<file path="config.mk">
export PLATFORM = sky130hd
export DESIGN_NAME = pal_dl_router
export DESIGN_NICKNAME = d
export VERILOG_FILES = /design/src/logic/pal_pkg.sv /design/src/logic/pal_dl_router.sv
export SDC_FILE = /design/constraint.sdc
export NUM_CORES = 1
export LEC_CHECK = 0
export BUFFER_PORTS_ARGS = -buffer_cell sky130_fd_sc_hd__buf_2
export CORE_MARGIN = 2
export CORE_UTILIZATION = 40
export DETAILED_ROUTE_END_ITERATION = 16
export GPL_TIMING_DRIVEN = 0
export HOLD_SLACK_MARGIN = 0.15
export PLACE_DENSITY = 0.71
export SETUP_SLACK_MARGIN = 0.5
export SKIP_LAST_GASP = 1
export SLEW_MARGIN = 20
export SYNTH_ARGS = -nofsm -noshare
export SYNTH_HDL_FRONTEND = slang
export SYNTH_SLANG_ARGS = --single-unit
export TNS_END_PERCENT = 5
</file>
<file path="constraint.sdc">
create_clock -name clk -period 2.2 [get_ports clk]
set_input_delay 0.11 -clock clk [delete_from_list [all_inputs] [get_ports clk]]
set_output_delay 0.11 -clock clk [all_outputs]
set_load 0.005 [all_outputs]
</file>
<file path="src/logic/pal_pkg.sv">
`default_nettype none

package pal_pkg;

    // byte width of every prom word and colour component
    localparam int DW = 8;
    // 256 entries per prom
    localparam int PROM_AW = 8;
    // region field selects one of the four proms
    localparam int REGION_W = 2;
    localparam int DL_AW = REGION_W + PROM_AW;
    localparam int NPROM = 4;

    // region numbers, also the bit index into prom_we
    localparam logic [REGION_W-1:0] REG_LUT = 2'd0;
    localparam logic [REGION_W-1:0] REG_RED = 2'd1;
    localparam logic [REGION_W-1:0] REG_GRN = 2'd2;
    localparam logic [REGION_W-1:0] REG_BLU = 2'd3;

    // clk cycles per pixel enable
    localparam int PXL_DIV = 4;
    localparam int PXL_CW = $clog2(PXL_DIV);

    // download address split into region and offset
    typedef struct packed {
        logic [REGION_W-1:0] region;
        logic [PROM_AW-1:0]  offset;
    } dl_split_t;

    // same word seen as a linear byte address or as region/offset
    typedef union packed {
        logic [DL_AW-1:0] flat;
        dl_split_t        split;
    } dl_addr_t;

endpackage

`default_nettype wire

</file>
<file path="src/logic/pal_dl_router.sv">
`timescale 1ns/1ns
`default_nettype none

module pal_dl_router (
    input  logic                        clk,
    input  logic                        rst,
    input  logic                        dl_wr,
    input  logic                        downloading,
    input  pal_pkg::dl_addr_t           dl_addr,
    input  logic [pal_pkg::DW-1:0]      dl_data,
    output logic [pal_pkg::NPROM-1:0]   prom_we,
    output logic [pal_pkg::PROM_AW-1:0] prom_addr,
    output logic [pal_pkg::DW-1:0]      prom_data,
    output logic [pal_pkg::DL_AW:0]     dl_count
);
    import pal_pkg::*;

    logic             accept;
    logic [NPROM-1:0] we_dec;

    // bytes outside a download are dropped
    assign accept = dl_wr && downloading;

    // region field to one-hot prom strobe
    always_comb begin
        we_dec = '0;
        we_dec[dl_addr.split.region] = 1'b1;
    end

    // control state, strobe lasts one cycle
    always_ff @(posedge clk) begin
        if (rst) begin
            prom_we  <= '0;
            dl_count <= '0;
        end else begin
            prom_we <= '0;
            if (accept) begin
                prom_we  <= we_dec;
                dl_count <= dl_count + 1'b1;
            end
        end
    end

    // payload, offset goes straight on as the prom address
    always_ff @(posedge clk) begin
        if (accept) begin
            prom_addr <= dl_addr.split.offset;
            prom_data <= dl_data;
        end
    end

    // at most one prom written per byte
    a_we_onehot: assert property (@(posedge clk) disable iff (rst) $onehot0(prom_we));
    // an accepted byte must carry a known address
    a_addr_known: assert property (@(posedge clk) disable iff (rst)
        accept |-> !$isunknown(dl_addr.flat));

endmodule

`default_nettype wire

</file>
# Yosys cells after proc, flatten, opt, wreduce, memory -nomap -nowiden
# Cells that the tools add are included.
dict set report totals {
  input_bits 22
  register_bits 31
}
dict set report classes {
  reduce_logical 3
  add_sub_neg 1
  n_bitwise 1
  muxes 2
  magnitude_cmp 2
}
# cell count
set ops {}
lappend ops {{adder 11 x 1 -> 11 bit, second input constant} 1}
lappend ops {{less-than comparator 2 x 3 -> 1 bit, second input constant} 1}
lappend ops {{demux 1 bit (select 2 bit)} 1}
lappend ops {{>= comparator 2 x 1 -> 1 bit, second input constant} 1}
lappend ops {{logical AND 1 bit} 2}
lappend ops {{OR reduction 2 bit} 1}
lappend ops {{two-way mux 1 bit} 1}
lappend ops {{inverter 1 bit} 1}

# Depth between registers and ports, before layout
dict set report logic_depth {
  depth_word 4
  depth_mapped 4
}

# Least setup slack after synthesis
# OpenSTA, ideal clock, no wires.
dict set report synth_timing {
  path_kind {flip-flop to flip-flop}
  startpoint {reg dl_count[0] (netlist bit)}
  endpoint {reg dl_count[10] (netlist bit)}
  setup_ns 0.121
  t_arrival_ns 1.274
  slack_ns 0.805
  path_buffers 0
  required_ns 2.079
  synth_period_minus_slack_ns 1.395
  stages_incl_launch_ff 5
  cell_sequence {dfxtp_1 > ha_1 > nand4_1 > nor4_1 > mux2_2}
}
dict set report synth_between {
  elab_chain_cells 1
}
# item line
set synth_lines {}
lappend synth_lines {{from (decl)} pal_dl_router.sv:14} ;# output logic [pal_pkg::DL_AW:0] dl_count
lappend synth_lines {{from (signal assigned)} pal_dl_router.sv:39} ;# dl_count <= dl_count + 1'b1;
lappend synth_lines {{adder 11 x 1 -> 11 bit} pal_dl_router.sv:39}
# Every way passes these cells.
# A chain may end at the register's enable or synchronous reset.

# Worst setup path in the final report
# Same ends and word-level chain as after synthesis.

==> results.ini <==
[status]
status=finished clean

[die]
die_h_um=56.47
io_pins=53
coreArea_mm2=0.002686
start_util=0.4099
die-area_mm2=0.003188
die_width_um=56.47
num_rows=19

[logic_synthesis]
synth-main-ff-cell=edfxtp_1
postSynthAreaPerCell_um2=13.11
synth.distinct_cells=23
netlist_area_mm2=0.001101
synth_seq_cells=31
syn-num-nets=107
async_flop_share=0
ys_seq_area_frac=0.7091
postSynthCellCount=84
yosys_warnings=0
synth-edff-count=16

[sta]
tns_ns=0
setup_viol=0
slew_viol_final=0
hold_violations=0
layout_min_cycle_time_ns=1.586
period_share=0.7210
slew_headroom=0.6194
skew_ns=0.0005078
worst_pin_slew_ns=0.5702
fmax_mhz=630.4
rsz0062_at_grt=yes
worst_hold_slack_ns=0.4932

[setup_path]
crit_path_end_kind=register
crit_family=simple AND/OR/NAND/NOR gates
startpoint=dl_count[0]
required_ns=2.42
reg2reg_from=dl_count[0]
crit_path_start_kind=register
critPathBufInv=0
path_max_fanout=7
crit_chain=ha_1 -> nand4_1 -> nor4_1 -> mux2_2
reg2reg_slack_ns=0.61
crit_slowest_cell=dfxtp_1
cp_slowest_stage_delay_ns=0.40
worstPathArrival_ns=1.81
path_class=register to register

[layout]
nFillCells=233
area_growth_pct=54.20
nets=187
diodes=0
final_common_cell=buf_2
layout-drive-gt1-share=0.3818
layout_common_cells=51 x buf_2, 22 x dlygate4sd3_1, 16 x edfxtp_1

[global_route]
track_usage=0.1672
grt_overflow=0
grt-busiest-layer=met2
grt_pass1_wl_mm=4.091
use_met2=0.2940
grt_pass1_vias=949
grt_antenna_before_repair=0
grt_max_degree=17
grt_util_met1=0.1774
grtUsageMet3=0.08295

[clock_tree]
cts_root_buf=clkbuf_4
clkLatencyLatePin_ns=0.32
htreeDepth=2
post_cts_buffers=0
clock_sinks=31
cts_tree=yes
clockBufferDepth=2
cts_buffers=5
clkTransAtPathRegs_ns=0.10

[place]
dpl.hpwl_mm=1.598
gp_congestion=0.7005
portBuffers=51

[power_and_ir_drop]
ir_drop_uv=520.2
p_per_area_mw_per_mm2=684.3
power_leakage_nw=0.7207

[worst_hold_path]
min-delay-start=dl_addr[5]
hp-class=input port to register

[drt]
viasPerCell=4.949
drt_iter0_markers=14
routed_wirelength_mm=2.452
wl_per_cell_um=12.51
dr.pass1.iters=4
ant_nets=0
dr_total_vias=970
drcViolationCount=0

[job]
max-cap-violations=0

Yosys cell counts (all sizes together) (3+ instances only):
| cell type | n | area, um2 |
|---|---|---|
| edfxtp | 16 | 480.5 |
| dfxtp | 15 | 300.3 |
| a21oi | 7 | 35.03 |
| inv | 5 | 18.77 |
| nor2 | 5 | 18.77 |
| nand2 | 4 | 15.01 |
| nand3 | 3 | 15.01 |
| nand4 | 3 | 25.02 |
| nor4 | 3 | 18.77 |
| o21ai | 3 | 15.01 |
| o31ai | 3 | 22.52 |
| or3 | 3 | 20.02 |
| or4 | 3 | 22.52 |
where the power goes:
| part | internal, mW | switching (mW) | leakage, nW |
|---|---|---|---|
| Clock | 0.234 | 0.192 | 0.0426 |
| Combinational | 0.0569 | 0.0393 | 0.407 |
| Sequential | 0.633 | 0.00699 | 0.271 |
| Total | 0.923 | 0.238 | 0.721 |
cells by family (layout without fill, tap and decap cells):
group / count (synthesis) / in the layout / synth area share
flip-flops: 31 / 31 / 0.7091
XOR/XNOR: 2 / 2 / 0.01591
AO/OA/AOI/OAI: 13 / 13 / 0.06590
AND/OR/NAND/NOR: 28 / 28 / 0.1534
adder cells (fa/ha/maj): 1 / 1 / 0.01136
multiplexers: 2 / 2 / 0.02045
buffers and inverters: 7 / 88 / 0.02387
final timing paths:
check | endpoint | cells past startpoint
worst max-delay path | dl_count[10] | 4
worst min-delay path | prom_addr[5] | 2
worst max register to register | dl_count[10] | 4
worst min register to register | dl_count[1] | 2
metrics by stage:
step / power (mW) / std cells / area [um2] / worst slack [ns] / util
finish: 1.162 / 196 / 1698 / 0.6138 / 0.6320
global route: 1.209 / 196 / 1698 / 0.4639 / 0.6320
CTS: 1.169 / 196 / 1692 / 0.6163 / 0.6297
detailed placement: 0.7191 / 166 / 1395 / 0.6502 / 0.5193
global placement: 0.7167 / 166 / 1395 / 0.6826 / 0.5193
floorplan: 0.6734 / 84 / 1101 / 0.8055 / -
registers in the layout, summed over array words and instances (netlist names):
signal and cells:
dl_count 11, prom_addr 8, prom_data 8, prom_we 4
cell type report:
type | count | area (um2) | area share
flip-flops and latches | 31 | 780.7 | 0.4598
multi-input cells | 46 | 300.3 | 0.1769
inverters | 5 | 18.77 | 0.01105
clock buffers | 5 | 37.54 | 0.02211
plain buffers | 2 | 7.507 | 0.004422
repair buffers | 73 | 475.5 | 0.2800
clock inverters | 3 | 38.79 | 0.02284
well taps | 31 | 38.79 | 0.02284
what timing repair did:
action | CTS | global route
endpoints found under the setup margin | 0 | 2
gates resized for setup | 0 | 1
hold buffers | 22 | 0
hold endpoints to repair | 21 | 0
metal layers:
metal / routed length [um] / share of wire / vias to the layer above
met2: 1178 / 0.48 / 44
met3: 272 / 0.11 / 6
li1: - / - / 475
met5: 0 / 0 / -
met1: 976 / 0.40 / 445
met4: 25 / 0.010 / 0
worst reg2reg max path: cells and delay by family (launching register included):
kind          cells  cell delay (ns)
flops             1             0.40
simple gates      2             0.53
mux               1             0.36
fa+ha+maj         1             0.19
Note: power is estimated with default switching activity, not from simulation.
